--- config.mk ---
export PLATFORM = sky130hd
export DESIGN_NAME = alu
export DESIGN_NICKNAME = d
export VERILOG_FILES = /design/src/rtl/alu_pkg.sv /design/src/rtl/alu.sv /design/src/rtl/alu_nibble_engine.sv /design/src/rtl/alu_operand_latch.sv /design/src/rtl/alu_input_stage.sv
export VERILOG_INCLUDE_DIRS = /design/src /design/src/rtl
export SDC_FILE = /design/constraint.sdc
export NUM_CORES = 1
export LEC_CHECK = 0
export ABC_AREA = 1
export BUFFER_PORTS_ARGS = -buffer_cell sky130_fd_sc_hd__buf_2
export CORE_MARGIN = 2
export CORE_UTILIZATION = 55
export CTS_BUF_LIST = sky130_fd_sc_hd__clkbuf_8
export DETAILED_ROUTE_END_ITERATION = 6
export GPL_TIMING_DRIVEN = 0
export PLACE_DENSITY_LB_ADDON = 0.25
export SLEW_MARGIN = 20
export SYNTH_ARGS = -nofsm -noshare
export SYNTH_HDL_FRONTEND = slang
export SYNTH_SLANG_ARGS = --single-unit
export TNS_END_PERCENT = 50
--- constraint.sdc ---
create_clock -name clk -period 6.8 [get_ports clk]
set_clock_uncertainty 0.15 [all_clocks]
set_input_delay 2.04 -clock clk [delete_from_list [all_inputs] [get_ports clk]]
set_output_delay 2.04 -clock clk [all_outputs]
set_load 0.02 [all_outputs]
--- src/rtl/alu_defines.svh ---
// Width macros for the nibble ALU; the datapath only works with DATA_W equal to twice NIB_W
`ifndef ALU_DEFINES_SVH
`define ALU_DEFINES_SVH

// ------------------------------------------------------------
// Datapath widths
// ------------------------------------------------------------
`define ALU_DATA_W 8            // External and internal data bus
`define ALU_NIB_W  4            // One core step, half a data byte

// ------------------------------------------------------------
// Bit selector
// ------------------------------------------------------------
// Index width must address every bit of the data bus
`define ALU_BSEL_W 3            // Bit index covering the whole byte

`endif
--- src/rtl/alu_pkg.sv ---
// Vector types for the nibble ALU; widths follow alu_defines.svh and are not overridable
`include "alu_defines.svh"

package alu_pkg;

    // ------------------------------------------------------------
    // Datapath vectors
    // ------------------------------------------------------------
    // Full byte on the buses, in the operand latches and as a result
    typedef logic [`ALU_DATA_W-1:0] data_t;

    // Half byte processed by the core in one clock
    typedef logic [`ALU_NIB_W-1:0] nibble_t;

    // ------------------------------------------------------------
    // Control vectors
    // ------------------------------------------------------------
    // Which bit the bit selector raises
    typedef logic [`ALU_BSEL_W-1:0] bsel_t;

endpackage

--- src/rtl/alu.sv ---
// Bus is split into db_in/db_out/db_oe; flag registers and sequencing stay with the caller
`timescale 1ns/1ns

module alu
(
    input  logic             clk,
    input  logic             reset,             // Synchronous, active high
    // External bus
    input  logic             alu_oe,            // Caller is not driving the bus
    input  alu_pkg::data_t   db_in,             // Byte from the external bus
    output alu_pkg::data_t   db_out,            // Internal bus towards the outside
    output logic             db_oe,             // Enable for db_out
    // Internal bus writers
    input  logic             alu_op1_oe,
    input  logic             alu_op2_oe,
    input  logic             alu_res_oe,
    input  logic             alu_shift_oe,
    input  logic             alu_bs_oe,
    // Input stage
    input  logic             alu_shift_in,
    input  logic             alu_shift_left,
    input  logic             alu_shift_right,
    input  alu_pkg::bsel_t   bsel,
    output logic             shift_db0,         // Shifter bit 0 for rotate flags
    output logic             shift_db7,         // Shifter bit 7 for rotate flags
    // Operand latch selects
    input  logic             alu_op1_sel_bus,
    input  logic             alu_op1_sel_low,
    input  logic             alu_op1_sel_zero,
    input  logic             alu_op2_sel_bus,
    input  logic             alu_op2_sel_lq,
    input  logic             alu_op2_sel_zero,
    input  logic             alu_sel_op2_high,
    input  logic             alu_sel_op2_neg,
    // Core
    input  logic             alu_core_cf_in,
    input  logic             core_r,
    input  logic             core_s,
    input  logic             core_v,
    input  logic             alu_op_low,
    input  logic             alu_parity_in,
    output logic             alu_core_cf_out,
    // Detectors
    output logic             alu_parity_out,
    output logic             alu_zero,
    output logic             alu_low_gt_9,
    output logic             alu_high_gt_9,
    output logic             alu_high_eq_9
);
    import alu_pkg::*;

    data_t   shift_byte;                        // Shifter to bus mux
    data_t   bs_byte;                           // Bit selector to bus mux
    data_t   bus;                               // Internal data bus
    data_t   op1;                               // OP1 latch byte
    data_t   op2;                               // OP2 latch byte
    nibble_t op1_nib;                           // Core operand A
    nibble_t op2_nib;                           // Core operand B
    nibble_t res_low;                           // Stored low result nibble

    // ------------------------------------------------------------
    // External bus
    // ------------------------------------------------------------
    assign db_out = bus;                        // Always the internal bus
    assign db_oe  = alu_oe;

    // ------------------------------------------------------------
    // Blocks
    // ------------------------------------------------------------
    alu_input_stage input_stage0
    (
        .db_in, .alu_shift_in, .alu_shift_left, .alu_shift_right, .bsel,
        .shift_byte, .bs_byte, .shift_db0, .shift_db7
    );

    alu_operand_latch operand_latch0
    (
        .clk, .reset, .bus, .res_low,
        .low_gt_9         (alu_low_gt_9),       // Flags feed the adjust gates
        .high_gt_9        (alu_high_gt_9),
        .alu_op1_sel_bus, .alu_op1_sel_low, .alu_op1_sel_zero,
        .alu_op2_sel_bus, .alu_op2_sel_lq, .alu_op2_sel_zero,
        .alu_sel_op2_high, .alu_sel_op2_neg,
        .op1, .op2, .op1_nib, .op2_nib
    );

    alu_nibble_engine nibble_engine0
    (
        .clk, .reset,
        .alu_op1_oe, .alu_op2_oe, .alu_res_oe, .alu_shift_oe, .alu_bs_oe,
        .shift_byte, .bs_byte, .op1, .op2, .op1_nib, .op2_nib,
        .alu_core_cf_in, .core_r, .core_s, .core_v, .alu_op_low, .alu_parity_in,
        .bus, .res_low, .alu_core_cf_out, .alu_parity_out, .alu_zero,
        .alu_low_gt_9, .alu_high_gt_9, .alu_high_eq_9
    );

endmodule

--- src/rtl/alu_nibble_engine.sv ---
// Core is combinational; only the low result nibble is stored, the high half stays live
`timescale 1ns/1ns
`include "alu_defines.svh"

module alu_nibble_engine
(
    input  logic             clk,
    input  logic             reset,             // Synchronous, clears the result latch
    input  logic             alu_op1_oe,        // OP1 writes the internal bus
    input  logic             alu_op2_oe,        // OP2 writes the internal bus
    input  logic             alu_res_oe,        // Result writes the internal bus
    input  logic             alu_shift_oe,      // Shifter writes the internal bus
    input  logic             alu_bs_oe,         // Bit selector writes the internal bus
    input  alu_pkg::data_t   shift_byte,        // From the input shifter
    input  alu_pkg::data_t   bs_byte,           // From the bit selector
    input  alu_pkg::data_t   op1,               // OP1 latch byte
    input  alu_pkg::data_t   op2,               // OP2 latch byte
    input  alu_pkg::nibble_t op1_nib,           // Selected OP1 nibble
    input  alu_pkg::nibble_t op2_nib,           // Selected OP2 nibble
    input  logic             alu_core_cf_in,    // Carry into the adder
    input  logic             core_r,            // Operation bit R
    input  logic             core_s,            // Operation bit S
    input  logic             core_v,            // Operation bit V, pass OP2
    input  logic             alu_op_low,        // Store the core nibble as low result
    input  logic             alu_parity_in,     // Parity chained from the previous step
    output alu_pkg::data_t   bus,               // Internal data bus
    output alu_pkg::nibble_t res_low,           // Stored low result nibble
    output logic             alu_core_cf_out,   // Nibble carry out
    output logic             alu_parity_out,    // Chained parity
    output logic             alu_zero,          // Result byte is zero
    output logic             alu_low_gt_9,      // Stored low nibble above 9
    output logic             alu_high_gt_9,     // Core nibble above 9
    output logic             alu_high_eq_9      // Core nibble equal to 9
);
    import alu_pkg::*;

    localparam nibble_t BCD_MAX = 4'd9;         // Largest valid BCD digit

    nibble_t             core_nib;              // Live core result
    logic [`ALU_NIB_W:0] sum;                   // Adder result with carry bit
    data_t               res_byte;              // Live high half over stored low half

    // ------------------------------------------------------------
    // Internal bus writer
    // ------------------------------------------------------------
    // Strobes are meant to be one-hot; the chain only settles overlaps
    always_comb
    begin
        if (alu_op1_oe)
            bus = op1;
        else if (alu_op2_oe)
            bus = op2;
        else if (alu_res_oe)
            bus = res_byte;
        else if (alu_shift_oe)
            bus = shift_byte;
        else if (alu_bs_oe)
            bus = bs_byte;
        else
            bus = '0;                           // Nobody driving
    end

    // ------------------------------------------------------------
    // 4-bit core
    // ------------------------------------------------------------
    assign sum = {1'b0, op1_nib} + {1'b0, op2_nib}
               + {{`ALU_NIB_W{1'b0}}, alu_core_cf_in};

    always_comb
    begin
        alu_core_cf_out = 1'b0;                 // Only ADD produces a carry
        if (core_v)
            core_nib = op2_nib;                 // Pass ignores R and S
        else
        begin
            case ({core_r, core_s})
                2'b00:
                begin
                    core_nib        = sum[`ALU_NIB_W-1:0];
                    alu_core_cf_out = sum[`ALU_NIB_W];
                end
                2'b10:   core_nib = op1_nib & op2_nib;  // AND
                2'b01:   core_nib = op1_nib | op2_nib;  // OR
                default: core_nib = op1_nib ^ op2_nib;  // XOR
            endcase
        end
    end

    // ------------------------------------------------------------
    // Result latch
    // ------------------------------------------------------------
    always_ff @(posedge clk)
    begin
        if (reset)
            res_low <= '0;
        else if (alu_op_low)
            res_low <= core_nib;                // Captured at the end of step A
    end

    assign res_byte = {core_nib, res_low};      // High half follows the core in step B

    // ------------------------------------------------------------
    // Detectors
    // ------------------------------------------------------------
    // Parity bit that makes the ones count even, accumulated over both steps
    assign alu_parity_out = (^core_nib) ^ alu_parity_in;
    assign alu_zero       = (res_byte == '0);
    assign alu_low_gt_9   = (res_low > BCD_MAX);   // Low digit needs adjust
    assign alu_high_gt_9  = (core_nib > BCD_MAX);  // High digit needs adjust
    assign alu_high_eq_9  = (core_nib == BCD_MAX); // Caller uses this with the low carry

endmodule

--- src/rtl/alu_operand_latch.sv ---
// Operand registers load on the edge after a select; bus beats special source beats zero
`timescale 1ns/1ns
`include "alu_defines.svh"

module alu_operand_latch
(
    input  logic             clk,
    input  logic             reset,             // Synchronous, clears both latches
    input  alu_pkg::data_t   bus,               // Internal data bus
    input  alu_pkg::nibble_t res_low,           // Stored low result nibble
    input  logic             low_gt_9,          // Low result nibble above 9
    input  logic             high_gt_9,         // High result nibble above 9
    input  logic             alu_op1_sel_bus,   // OP1 from the internal bus
    input  logic             alu_op1_sel_low,   // OP1 from the low result nibble
    input  logic             alu_op1_sel_zero,  // OP1 cleared
    input  logic             alu_op2_sel_bus,   // OP2 from the internal bus
    input  logic             alu_op2_sel_lq,    // OP2 from the decimal-adjust gates
    input  logic             alu_op2_sel_zero,  // OP2 cleared
    input  logic             alu_sel_op2_high,  // Use high nibbles instead of low
    input  logic             alu_sel_op2_neg,   // Complement the OP2 nibble
    output alu_pkg::data_t   op1,               // OP1 byte for the bus mux
    output alu_pkg::data_t   op2,               // OP2 byte for the bus mux
    output alu_pkg::nibble_t op1_nib,           // OP1 nibble into the core
    output alu_pkg::nibble_t op2_nib            // OP2 nibble into the core
);
    import alu_pkg::*;

    localparam nibble_t DAA_FIX = 4'd6;         // Decimal-adjust correction per nibble

    nibble_t lq_low;                            // Low correction nibble
    nibble_t lq_high;                           // High correction nibble
    data_t   lq_byte;                           // Full correction byte for OP2
    nibble_t op2_sel;                           // OP2 nibble before complement

    // ------------------------------------------------------------
    // Decimal-adjust correction
    // ------------------------------------------------------------
    assign lq_low  = low_gt_9  ? DAA_FIX : '0;  // Add 6 if the low digit overflowed
    assign lq_high = high_gt_9 ? DAA_FIX : '0;  // Add 6 if the high digit overflowed
    assign lq_byte = {lq_high, lq_low};

    // ------------------------------------------------------------
    // OP1 latch
    // ------------------------------------------------------------
    always_ff @(posedge clk)
    begin
        if (reset)
            op1 <= '0;
        else if (alu_op1_sel_bus)
            op1 <= bus;
        else if (alu_op1_sel_low)
            op1 <= {res_low, res_low};          // Low nibble repeated in both halves
        else if (alu_op1_sel_zero)
            op1 <= '0;
    end

    // ------------------------------------------------------------
    // OP2 latch
    // ------------------------------------------------------------
    always_ff @(posedge clk)
    begin
        if (reset)
            op2 <= '0;
        else if (alu_op2_sel_bus)
            op2 <= bus;
        else if (alu_op2_sel_lq)
            op2 <= lq_byte;                     // Correction built from gt-9 flags
        else if (alu_op2_sel_zero)
            op2 <= '0;
    end

    // ------------------------------------------------------------
    // Nibble selection into the core
    // ------------------------------------------------------------
    // One select steers both operands so the two halves stay aligned
    assign op1_nib = alu_sel_op2_high ? op1[`ALU_DATA_W-1:`ALU_NIB_W]
                                      : op1[`ALU_NIB_W-1:0];
    assign op2_sel = alu_sel_op2_high ? op2[`ALU_DATA_W-1:`ALU_NIB_W]
                                      : op2[`ALU_NIB_W-1:0];

    assign op2_nib = alu_sel_op2_neg ? ~op2_sel : op2_sel;  // Ones complement for subtract

endmodule

--- src/rtl/alu_input_stage.sv ---
// Purely combinational; if both shift strobes are high the left shift wins
`timescale 1ns/1ns
`include "alu_defines.svh"

module alu_input_stage
(
    input  alu_pkg::data_t db_in,           // Byte from the external bus
    input  logic           alu_shift_in,    // Bit shifted into the vacated end
    input  logic           alu_shift_left,  // Shift towards bit 7
    input  logic           alu_shift_right, // Shift towards bit 0
    input  alu_pkg::bsel_t bsel,            // Bit to raise in the bit selector
    output alu_pkg::data_t shift_byte,      // Shifter result for the internal bus
    output alu_pkg::data_t bs_byte,         // One-hot byte for the internal bus
    output logic           shift_db0,       // Bit 0 of the shifter result
    output logic           shift_db7        // Bit 7 of the shifter result
);
    import alu_pkg::*;

    data_t shl_byte;                        // Candidate for a left shift
    data_t shr_byte;                        // Candidate for a right shift

    // ------------------------------------------------------------
    // Shifter
    // ------------------------------------------------------------
    assign shl_byte = {db_in[`ALU_DATA_W-2:0], alu_shift_in}; // Carry-in lands in bit 0
    assign shr_byte = {alu_shift_in, db_in[`ALU_DATA_W-1:1]}; // Carry-in lands in bit 7

    always_comb
    begin
        if (alu_shift_left)                 // Left has priority
            shift_byte = shl_byte;
        else if (alu_shift_right)
            shift_byte = shr_byte;
        else
            shift_byte = db_in;             // Plain pass-through without a shift
    end

    // Edge bits go to the caller's flag logic for rotate carries
    assign shift_db0 = shift_byte[0];
    assign shift_db7 = shift_byte[`ALU_DATA_W-1];

    // ------------------------------------------------------------
    // Bit selector
    // ------------------------------------------------------------
    always_comb
    begin
        bs_byte = '0;                       // All bits clear
        bs_byte[bsel] = 1'b1;               // Except the selected one
    end

endmodule

Word-level counts from Yosys, hierarchy flattened
Index checks and enable logic that the tools add are counted.
{ "word_totals": {"reg_bits": 20, "inputBits": 36, "out_inout_bits": 17} }
{ "op_classes": {"n_addsub": 2, "order_cmp": 4, "n_eq_ne": 3, "mux": 24, "bitwise": 5, "reduce_logical": 6} }
{ "ops": {"columns": ["operator", "n"], "rows": [
  ["8-bit two-way mux", 13],
  ["4-bit two-way mux", 4],
  ["4-bit one-hot mux with 3 select lines", 1],
  ["4-bit greater-than comparator (second input constant)", 2],
  ["8-bit logical NOT", 1],
  ["3-bit two-way mux", 2],
  ["3-bit nonzero test", 2],
  ["4-bit by 4-bit adder with 5-bit output", 1],
  ["5-bit by 1-bit adder with 5-bit output", 1],
  ["4-bit AND", 1],
  ["4-bit equality test (second input constant)", 1],
  ["3-bit by 4-bit less-than comparator with 1-bit output (second input constant)", 1],
  ["4-bit inverter", 1],
  ["4-bit OR", 1],
  ["4-bit parity", 1],
  ["4-bit XOR", 1],
  ["1-bit demux with 3-bit select", 1],
  ["3-bit by 1-bit >= comparator with 1-bit output (second input constant)", 1],
  ["1-bit two-way mux", 3],
  ["2-bit by 1-bit equality test with 1-bit output (second input constant)", 1],
  ["2-bit equality test (second input constant)", 1],
  ["2-bit logical NOT", 1],
  ["1-bit logical AND", 1],
  ["1-bit XOR", 1]
]} }

Depth between registers and ports, before layout
Gate-level depths: netlist (run 1).
{ "depth": {"word_depth": 11, "mapped_depth": 25, "mapped_depth_nobuf": 25} }

Cells and area by module
From an unflattened synthesis (run 1), not the netlist that was laid out.
{ "unflattened": {"cells_unflattened": 381, "area_unflattened_um2": 2268.4} }
{ "modules_own_cells": {"columns": ["mod", "n_inst", "cells_per_inst", "area_per_inst_um2", "seq_area_each_um2"], "rows": [
  ["alu_nibble_engine", 1, 185, 1094.8, 80.1],
  ["alu_operand_latch", 1, 129, 875.8, 320.3],
  ["alu_input_stage", 1, 66, 290.3, 0.0],
  ["alu", 1, 1, 7.5, 0.0]
]} }

Worst setup path after synthesis (run 1)
OpenSTA, ideal clock, no wires.
{ "synth_path": {"path_kind": "in2out", "from": "in alu_sel_op2_high", "to": "out alu_parity_out", "arrival_ns": 4.646, "setup_slack_ns": -0.036, "path_stages": 17, "path_buffers": 1, "path_cell_list": "buf_6 nand2_1 nand3_2 nand2_1 ha_1 ha_1 inv_1 nand2_2 inv_1 fa_1 o21ai_0 o221ai_1 nand2_2 inv_1 ha_1 xnor2_1 xnor2_1"} }
{ "synth_between": {"elab_chain_len": 9, "word_cells_on_any_way": 13} }
{ "synth_rtl": {"columns": ["element", "line_no", "text"], "rows": [
  ["from (decl)", "alu.sv:33", "input logic alu_sel_op2_high,"],
  ["4-bit two-way mux", "alu_operand_latch.sv:78", "assign op2_sel = alu_sel_op2_high ? op2[`ALU_DATA_W-1:`ALU_NIB_W]"],
  ["4-bit inverter", "alu_operand_latch.sv:81", "assign op2_nib = alu_sel_op2_neg ? ~op2_sel : op2_sel;"],
  ["4-bit two-way mux", "alu_operand_latch.sv:81", null],
  ["4-bit by 4-bit adder with 5-bit output", "alu_nibble_engine.sv:66", "assign sum = {1'b0, op1_nib} + {1'b0, op2_nib}"],
  ["5-bit by 1-bit adder with 5-bit output", "alu_nibble_engine.sv:66", null],
  ["4-bit one-hot mux with 3 select lines", "alu_nibble_engine.sv:76", "case ({core_r, core_s})"],
  ["4-bit two-way mux (*)", "alu_nibble_engine.sv:72", "if (core_v)"],
  ["4-bit parity (*)", "alu_nibble_engine.sv:106", "assign alu_parity_out = (^core_nib) ^ alu_parity_in;"],
  ["1-bit XOR (*)", "alu_nibble_engine.sv:106", null],
  ["to (decl)", "alu.sv:44", "output logic alu_parity_out,"]
]} }
Mark *: on every way between the ends. The rest lies on a longest branch, timed or not.

Final worst setup path (run 1)
Same ends and word-level chain as after synthesis.

==> results of run 1 <==
where the power goes:
group / internal, mW / total [mW] / switching [mW]
combinational: 0.101 / 0.230 / 0.129
sequential: 0.125 / 0.131 / 0.00607
clock: 0.0786 / 0.121 / 0.0423
logic make-up (layout without fill, tap and decap cells):
kind of cell	Yosys count	count (layout)
AND/OR/NAND/NOR	128	128
buffers and inverters	73	140
XOR/XNOR	5	5
adder cells (fa/ha/maj)	16	16
flip-flops	20	20
AO/OA/AOI/OAI	94	94
metrics by stage:
stage | instances | hold slack (ns) | util [%]
floorplan | 336 | 0.3088 | -
global placement | 430 | 0.3240 | 65.38
detailed placement | 430 | 0.3352 | 65.38
CTS | 444 | 0.3482 | 72.35
global route | 451 | 0.3771 | 75.12
finish | 451 | 0.3516 | 75.12
metal layers:
layer | part of all wire [%] | routed length [um]
met1 | 42 | 2615
met2 | 50 | 3080
met5 | 0 | 0
met4 | 1.4 | 89
met3 | 6.4 | 398
placed cells by master, fill, tap and decap left out, types with 2 or more instances in the layout:
| cell | instances |
|---|---|
| nand2_1 | 75 |
| inv_1 | 50 |
| buf_2 | 45 |
| a21oi_1 | 30 |
| buf_4 | 23 |
| dfxtp_1 | 20 |
| nor2_1 | 15 |
| nand3_1 | 15 |
| o21ai_0 | 15 |
| o211ai_1 | 12 |
| a31oi_1 | 11 |
| ha_1 | 11 |
| nand2_2 | 10 |
| inv_2 | 10 |
| o21ai_2 | 6 |
| a21oi_2 | 5 |
| nand3_2 | 4 |
| o21ai_1 | 4 |
| ha_4 | 4 |
| clkbuf_1 | 3 |
| nor3_1 | 3 |
| clkbuf_8 | 3 |
| xor2_1 | 2 |
| a211oi_1 | 2 |
| nor3_2 | 2 |
| a22oi_1 | 2 |
path summary, 6_finish.rpt:
kind                            slack, ns                   from                    end  depth (start not counted)
worst min-delay path                 0.35  operand_latch0.op2[3]  operand_latch0.op2[3]                          2
worst min register to register       0.35  operand_latch0.op2[3]  operand_latch0.op2[3]                          2
worst max-delay path                -0.02       alu_sel_op2_high         alu_parity_out                         19
worst max register to register       3.48  operand_latch0.op2[0]  operand_latch0.op2[5]                         25
registers in the layout, indices dropped and copies added, names as in the netlist:
signal,flops
operand_latch0.op1,8
operand_latch0.op2,8
nibble_engine0.res_low,4
worst max-delay path: cells and delay by family:
kind	cells	cell delay [ns]
AO/OA/AOI/OAI	2	0.22
buffers and inverters	6	0.53
XOR/XNOR	2	0.29
adder cells (fa/ha/maj)	4	1.16
AND/OR/NAND/NOR	5	0.39
final cells by class:
| cell class | instances | area (sq um) |
|---|---|---|
| fillers | 285 | 910.9 |
| plain buffers | 11 | 65.06 |
| repair buffers | 63 | 390.4 |
| flip-flops and latches | 20 | 400.4 |
| multi-input cells | 243 | 1528 |
| clock buffers | 3 | 41.29 |
| inverters | 62 | 235.2 |
| well taps | 48 | 60.06 |
| clock inverters | 1 | 30.03 |
what timing repair did:
item,in CTS,in global routing
hold buffers,0,0
buffers inserted,10,7
pin swaps,17,13
endpoints found under the setup margin,6,5
gates resized for setup,21,13
gates cloned,0,0
==> flow_metrics.tcl, run 1 <==
set metrics [dict create \
    synth_top_family_by_area "compound AO/OA/AOI/OAI gates" \
    core-area_sq_um 3661 \
    yosysSeqAreaShare_pct 19.10 \
    dp_hpwl_um 4478 \
    met2_usage_pct 50.13 \
    path_cells "buf_8, buf_6, nand2_2, nand3_2, nand2_2, ha_4, ha_4, inv_2, nand2_2, inv_2, fa_2, o21ai_2, o221ai_2, nand2_2, inv_2, ha_4, xnor2_4, xnor2_2, buf_4" \
    n_antenna_cell 0 \
    yosys.area_share.simple_pct 26.99 \
    grt.met3_usage_pct 3.938 \
    cts_buffers 3 \
    critPathMostFrequentCell "nand2_2" \
    grt-ovfl-total 0 \
    ios 53 \
    power_density_nw_per_um2 175.2 \
    slowest_stage "fa_2" \
    drtAntennaViolNets 0 \
    required_ns 4.61 \
    place_area_sq_um 2394 \
    clock_path_buffers 2 \
    synth_compound_area_share_pct 27.70 \
    met1_usage_pct 36.07 \
    post-route-period-util_pct 100.3 \
    io_buffer_count 46 \
    drtIter0Drc 183 \
    synth_area_leaders "dfxtp_1 19%, nand2_1 14%, inv_1 9.9%" \
    busiest_layer "met2" \
    hold_violations 0 \
    cp_max_fo 5 \
    setup_viol 1 \
    cp-start-kind "primary input" \
    cts_max_level 1 \
    wl_per_cell_um 13.71 \
    chipWidth_um 65.73 \
    syn-num-nets 388 \
    slew_viol_final 0 \
    critPathKind "in -> out" \
    yosysMostFrequentCell "nand2_1" \
    crit_path_end_kind "output pin" \
    row_count 22 \
    synthTopCellsByCount "78 x nand2_1, 55 x inv_1, 32 x a21oi_1" \
    first_global_vias 2239 \
    die_h_um 65.73 \
    synth_cell_types 36 \
    synthAdderAreaFrac_pct 9.910 \
    path_clk_slew_ns 0.08 \
    cts_tree "yes" \
    grt_usage_pct 28.60 \
    period_needed_ns 6.824 \
    syn_inst 336 \
    ys.warnings.count 0 \
    slew_headroom_pct 40.28 \
    clock_sinks 20 \
    irDropWorstVdd_v 0.0001879 \
    dieArea_sq_um 4320 \
    tightest_slew_ns 0.8890 \
    ys_seq_elements 20 \
    synth_edf_count 0 \
    pre_cts_slack_ns -0.5411 \
    syn_avg_cell_area_sq_um 6.237 \
    initial_core_util_pct 57.25 \
    synth_xor_area_share_pct 2.090 \
    area_delta_synth_final_pct 31.22 \
    synth.mux.area_fraction_pct 0 \
    place_congestion 0.9406 \
    grt_pass1_wl_um 9770 \
    setup_tns_ns -0.02367 \
    root_buffer "clkbuf_8" \
    cap_violations 0 \
    hp-class "reg -> reg" \
    leakage_nw 1.336 \
    grt_start_max_net_pins 13 \
    violations "negative setup slack" \
    arrival_ns 4.63 \
    total_power_uw 481.8 \
    num_vias 2493 \
    wl_um 6183 \
    fin_ws_ns -0.02367 \
    syn-cell-area_sq_um 2096 \
    timing.fmax_mhz 146.5 \
    nets 456 \
    drive_above_1_share_pct 31.76 \
    viasPerCell 5.528 \
    ys.flop_type "dfxtp_1" \
    clk_latency_ns 0.26 \
    drc 0 \
    antenna_found_initial 0 \
    synth_top_area_share_pct 19.10 \
    synthArstFlopShare_pct 0 \
    first_pass_iters 5 \
    critPathMaxStageDelay_ns 0.52 \
    synth_top_area_cell "dfxtp_1" \
    status "finished, violations left" \
    fin_area_sq_um 2750 \
    rsz0062_at_grt "yes" \
]
Note: power is estimated with default switching activity, not from simulation.
==> run 2, diff against run 1 <==
--- a/config.mk
+++ b/config.mk
@@ -9,8 +9,8 @@
 export ABC_AREA = 1
 export BUFFER_PORTS_ARGS = -buffer_cell sky130_fd_sc_hd__buf_2
 export CORE_MARGIN = 2
-export CORE_UTILIZATION = 55
-export CTS_BUF_LIST = sky130_fd_sc_hd__clkbuf_8
+export CORE_UTILIZATION = 54
+export CTS_BUF_LIST = sky130_fd_sc_hd__clkbuf_16
 export DETAILED_ROUTE_END_ITERATION = 6
 export GPL_TIMING_DRIVEN = 0
 export PLACE_DENSITY_LB_ADDON = 0.25
==> flow_metrics.tcl, run 2 (same netlist as run 1, synthesis figures left out) <==
set metrics [dict create \
    slew_viol_final 0 \
    met3WireLength_um 394 \
    power_density_nw_per_um2 174.6 \
    pre_cts_slack_ns -0.4414 \
    die_h_um 66.30 \
    layout_commonest_cell "nand2_1" \
    slew_headroom_pct 37.92 \
    path_clk_slew_ns 0.05 \
    place_inst 430 \
    post-route-period-util_pct 99.87 \
    reg_top3 "operand_latch0.op1 x8, operand_latch0.op2 x8, nibble_engine0.res_low x4" \
    row_count 22 \
    fin_ws_ns 0.008880 \
    dieArea_sq_um 4395 \
    first_pass_iters 5 \
    arrival_ns 4.60 \
    io_buffer_count 46 \
    area_delta_synth_final_pct 29.91 \
    hp-class "reg -> reg" \
    wl_per_cell_um 13.21 \
    cap_violations 0 \
    rsz0062_at_grt "yes" \
    cts_buffers 3 \
    layout_common_cells "74 x nand2_1, 50 x inv_1, 45 x buf_2, 31 x a21oi_1, 22 x buf_4" \
    required_ns 4.61 \
    cp_max_fo 4 \
    hold_violations 0 \
    cts_max_level 1 \
    status "finished clean" \
    timing.fmax_mhz 147.3 \
    total_power_uw 475.5 \
    critPathKind "in -> out" \
    utilization_pct 73.81 \
    viasPerCell 5.516 \
    period_needed_ns 6.791 \
    dp_hpwl_um 4417 \
    ios 53 \
    nets 454 \
    clock_path_buffers 2 \
    antenna_found_initial 0 \
    n_antenna_cell 0 \
    drtIter0Drc 197 \
    drc 0 \
    setup_viol 0 \
    cp-start-kind "primary input" \
    tightest_slew_ns 0.9242 \
    wl_met2_um 2999 \
    wl_um 5920 \
    drtAntennaViolNets 0 \
    core-area_sq_um 3689 \
    finalNonFillerCells 448 \
    first_global_vias 2263 \
    irDropWorstVdd_v 0.0001836 \
    grt_start_max_net_pins 11 \
    leakage_nw 1.322 \
    initial_core_util_pct 56.82 \
    top_layer_used "met4" \
    grt-ovfl-total 0 \
    wl_met1_um 2444 \
    chipWidth_um 66.30 \
    clock_sinks 20 \
    crit_path_end_kind "output pin" \
    drive_above_1_share_pct 31.50 \
    grt_usage_pct 28.59 \
    cts_tree "yes" \
    root_buffer "clkbuf_16" \
    grt_pass1_wl_um 9777 \
    clk_latency_ns 0.25 \
    place_congestion 0.9438 \
    num_vias 2471 \
]
[run 2: cell types whose count changed in the layout (fill, tap and decap cells not counted), sizes merged]
cell | before | now
bufinv | 1 | 0
buf | 71 | 69
[run 2: metal layers]
metal | vias up | GRT usage (%)
met4 | 0 | 8.418
met1 | 1138 | 36.73
met2 | 93 | 50.38
li1 | 1233 | -
met5 | - | 0
met3 | 7 | 2.555
[run 2: area by class of cell]
cell class | instances | area [sq um]
inverter | 62 | 237.7
tap | 48 | 60.06
fill | 324 | 965.9
multi-input combinational | 243 | 1521
buffer | 11 | 65.06
sequential | 20 | 400.4
timing repair buffer | 61 | 362.8
clock buffer | 3 | 75.07
[run 2: worst max-delay path, cell delays in order]
cell,delay (ns)
buf_8,0.09
buf_6,0.11
nand2_2,0.06
nand3_2,0.08
nand2_2,0.07
ha_4,0.29
ha_4,0.13
inv_2,0.03
nand2_2,0.06
inv_2,0.04
fa_2,0.53
o21ai_2,0.05
o221ai_2,0.15
nand2_2,0.13
inv_4,0.10
ha_4,0.21
xnor2_4,0.17
xnor2_2,0.12
buf_4,0.15
[run 2: path summary, 6_finish.rpt]
| kind | end | cells after the start | start | slack (ns) |
|---|---|---|---|---|
| setup / recovery | alu_parity_out | 19 | alu_sel_op2_high | 0.009 |
| hold reg to reg | operand_latch0.op2[7] | 2 | operand_latch0.op2[7] | 0.35 |
| setup reg to reg | operand_latch0.op2[5] | 24 | operand_latch0.op2[4] | 3.63 |
| hold / removal | operand_latch0.op2[7] | 2 | operand_latch0.op2[7] | 0.35 |
[run 2: report_power, final]
| part | switching, mW | internal [mW] | total (mW) |
|---|---|---|---|
| Combinational | 0.126 | 0.0980 | 0.224 |
| Sequential | 0.00608 | 0.125 | 0.131 |
| Clock | 0.0430 | 0.0776 | 0.121 |
[run 2: repair_timing]
action / in CTS / in global routing
resized for setup: 21 / 15
endpoints found under the setup margin: 6 / 4
pin swaps: 15 / 12
setup buffers: 12 / 3
hold buffers: 0 / 0
[run 2: through the flow]
stage	hold WS, ns	area [sq um]	TNS (ns)
floorplan	0.3088	2103	0
global placement	0.3294	2394	-0.7756
detailed placement	0.3316	2394	-0.9348
CTS	0.3445	2650	-0.01669
global route	0.3866	2723	-0.3421
finish	0.3461	2723	0
==> run 3, diff against run 2 <==
--- a/config.mk
+++ b/config.mk
@@ -9,12 +9,11 @@
 export ABC_AREA = 1
 export BUFFER_PORTS_ARGS = -buffer_cell sky130_fd_sc_hd__buf_2
 export CORE_MARGIN = 2
-export CORE_UTILIZATION = 54
-export CTS_BUF_LIST = sky130_fd_sc_hd__clkbuf_16
+export CORE_UTILIZATION = 55
+export CTS_BUF_LIST = sky130_fd_sc_hd__clkbuf_8
 export DETAILED_ROUTE_END_ITERATION = 6
 export GPL_TIMING_DRIVEN = 0
-export PLACE_DENSITY_LB_ADDON = 0.25
-export SLEW_MARGIN = 20
+export PLACE_DENSITY = 0.86
 export SYNTH_ARGS = -nofsm -noshare
 export SYNTH_HDL_FRONTEND = slang
 export SYNTH_SLANG_ARGS = --single-unit
==> flow_metrics.tcl, run 3 (same netlist as run 1, synthesis figures left out) <==
set metrics [dict create \
    status "finished clean" \
    power_density_nw_per_um2 175.6 \
    cts_buffers 3 \
    pre_cts_slack_ns -0.4339 \
    place_area_sq_um 2394 \
    first_global_vias 2396 \
    io_buffer_count 46 \
    drc 0 \
    cp_max_fo 6 \
    grt_pass1_wl_um 10300 \
    critPathMaxStageDelay_ns 0.52 \
    reg_top3 "operand_latch0.op1 x8, operand_latch0.op2 x8, nibble_engine0.res_low x4" \
    row_count 22 \
    area_delta_synth_final_pct 32.90 \
    cp-start-kind "primary input" \
    rsz0062_at_grt "yes" \
    first_pass_iters 5 \
    wl_per_cell_um 14.50 \
    reg2reg_depth 24 \
    root_buffer "clkbuf_8" \
    fin_ws_ns 0.03590 \
    layout_commonest_cell "nand2_1" \
    required_ns 4.61 \
    crit_path_start "alu_sel_op2_high" \
    dieArea_sq_um 4320 \
    drtAntennaViolNets 0 \
    clk_latency_ns 0.27 \
    hold_violations 0 \
    rrSetupSlack_ns 3.68 \
    cp.depth 19 \
    drtIter0Drc 206 \
    critPathKind "in -> out" \
    grt_start_max_net_pins 13 \
    chipWidth_um 65.73 \
    wl_um 6556 \
    arrival_ns 4.57 \
    place_congestion 0.9166 \
    drive_above_1_share_pct 33.17 \
    leakage_nw 1.341 \
    antenna_found_initial 0 \
    crit_family "adder cells" \
    initial_core_util_pct 57.25 \
    irDropWorstVdd_v 0.0001222 \
    slowest_stage "fa_2" \
    total_power_uw 488.9 \
    cap_violations 0 \
    cp-endpoint "alu_parity_out" \
    cts_max_level 1 \
    period_needed_ns 6.764 \
    timing.fmax_mhz 147.8 \
    hp-class "reg -> reg" \
    n_antenna_cell 0 \
    clock_path_buffers 2 \
    viasPerCell 5.675 \
    clock_sinks 20 \
    post-route-period-util_pct 99.47 \
    setup_viol 0 \
    slew_headroom_pct 38.37 \
    layout_common_cells "72 x nand2_1, 50 x inv_1, 45 x buf_2, 31 x a21oi_1, 22 x buf_4" \
    dp_hpwl_um 4467 \
    r2r_end "operand_latch0.op2[5]" \
    fill_cells 283 \
    num_vias 2565 \
    die_h_um 65.73 \
    critPathBufInv 6 \
    grt-ovfl-total 0 \
    core-area_sq_um 3661 \
    fin_area_sq_um 2785 \
    ios 53 \
    slew_viol_final 0 \
    tightest_slew_ns 0.9175 \
    path_clk_slew_ns 0.08 \
    r2r_start "operand_latch0.op2[0]" \
    nets 457 \
    cts_tree "yes" \
    path_cells "buf_8, inv_4, nand2_1, nand3_2, nand2_2, ha_4, ha_4, inv_2, nand2_2, inv_2, fa_2, o21ai_2, o221ai_2, nand2_2, inv_2, ha_4, xnor2_4, xnor2_2, buf_4" \
    crit_path_end_kind "output pin" \
    grt_usage_pct 30.31 \
]
run 3: cell count changes in the layout (fill, tap and decap cells not counted), sizes merged:
cell	change
bufinv	+1
buf	+3
run 3: timing repair:
| action | 4_1_cts | 5_1_grt |
|---|---|---|
| cloned | 0 | 0 |
| buffers inserted | 14 | 4 |
| resized for setup | 27 | 18 |
| hold buffers | 0 | 0 |
| endpoints found under the setup margin | 6 | 5 |
| hold endpoints to repair | 0 | 0 |
| pin swaps | 17 | 17 |
run 3: report_power, final:
group,switching (mW),internal (mW)
combinational,0.133,0.103
clock,0.0428,0.0787
sequential,0.00632,0.125
total,0.182,0.307
run 3: routing by layer:
metal	share of wire, %	GRT usage [%]
met1	39	36.36
met2	48	53.91
met3	8.1	3.596
met4	4.4	13.02
met5	0	0
run 3: worst register-to-register path: cells and delay by family, from the launching register on:
kind,cells,cell delay (ns)
buf+inv,6,0.42
simple gates,9,0.77
fa+ha+maj,4,0.74
flops,1,0.40
compound gates,5,0.50
run 3: worst min path at each step:
stage,start,end,depth (start not counted)
after floorplan,operand_latch0.op2[3],operand_latch0.op2[3],2
after global placement,operand_latch0.op2[3],operand_latch0.op2[3],2
after detailed placement,operand_latch0.op1[1],operand_latch0.op1[1],2
after CTS,operand_latch0.op2[3],operand_latch0.op2[3],2
after global routing,operand_latch0.op1[0],operand_latch0.op1[0],2
final,operand_latch0.op2[3],operand_latch0.op2[3],2
run 3: metrics by stage:
| step | setup TNS [ns] | hold slack (ns) | cells | util, % |
|---|---|---|---|---|
| finish | 0 | 0.3526 | 452 | 76.08 |
| global placement | -0.7417 | 0.3225 | 430 | 65.38 |
| detailed placement | -0.9234 | 0.3323 | 430 | 65.38 |
| global route | -0.3394 | 0.3848 | 452 | 76.08 |
| floorplan | 0 | 0.3088 | 336 | - |
| CTS | -0.02544 | 0.3440 | 448 | 73.34 |
run 3: final cells by class:
type	count	area (sq um)	share of cell area [%]
buffer	11	65.06	2.336
clock buffer	3	41.29	1.482
clock inverter	1	30.03	1.078
inverter	62	237.7	8.535
multi-input combinational	243	1554	55.80
sequential	20	400.4	14.38
tap	48	60.06	2.156
timing repair buffer	64	396.6	14.24
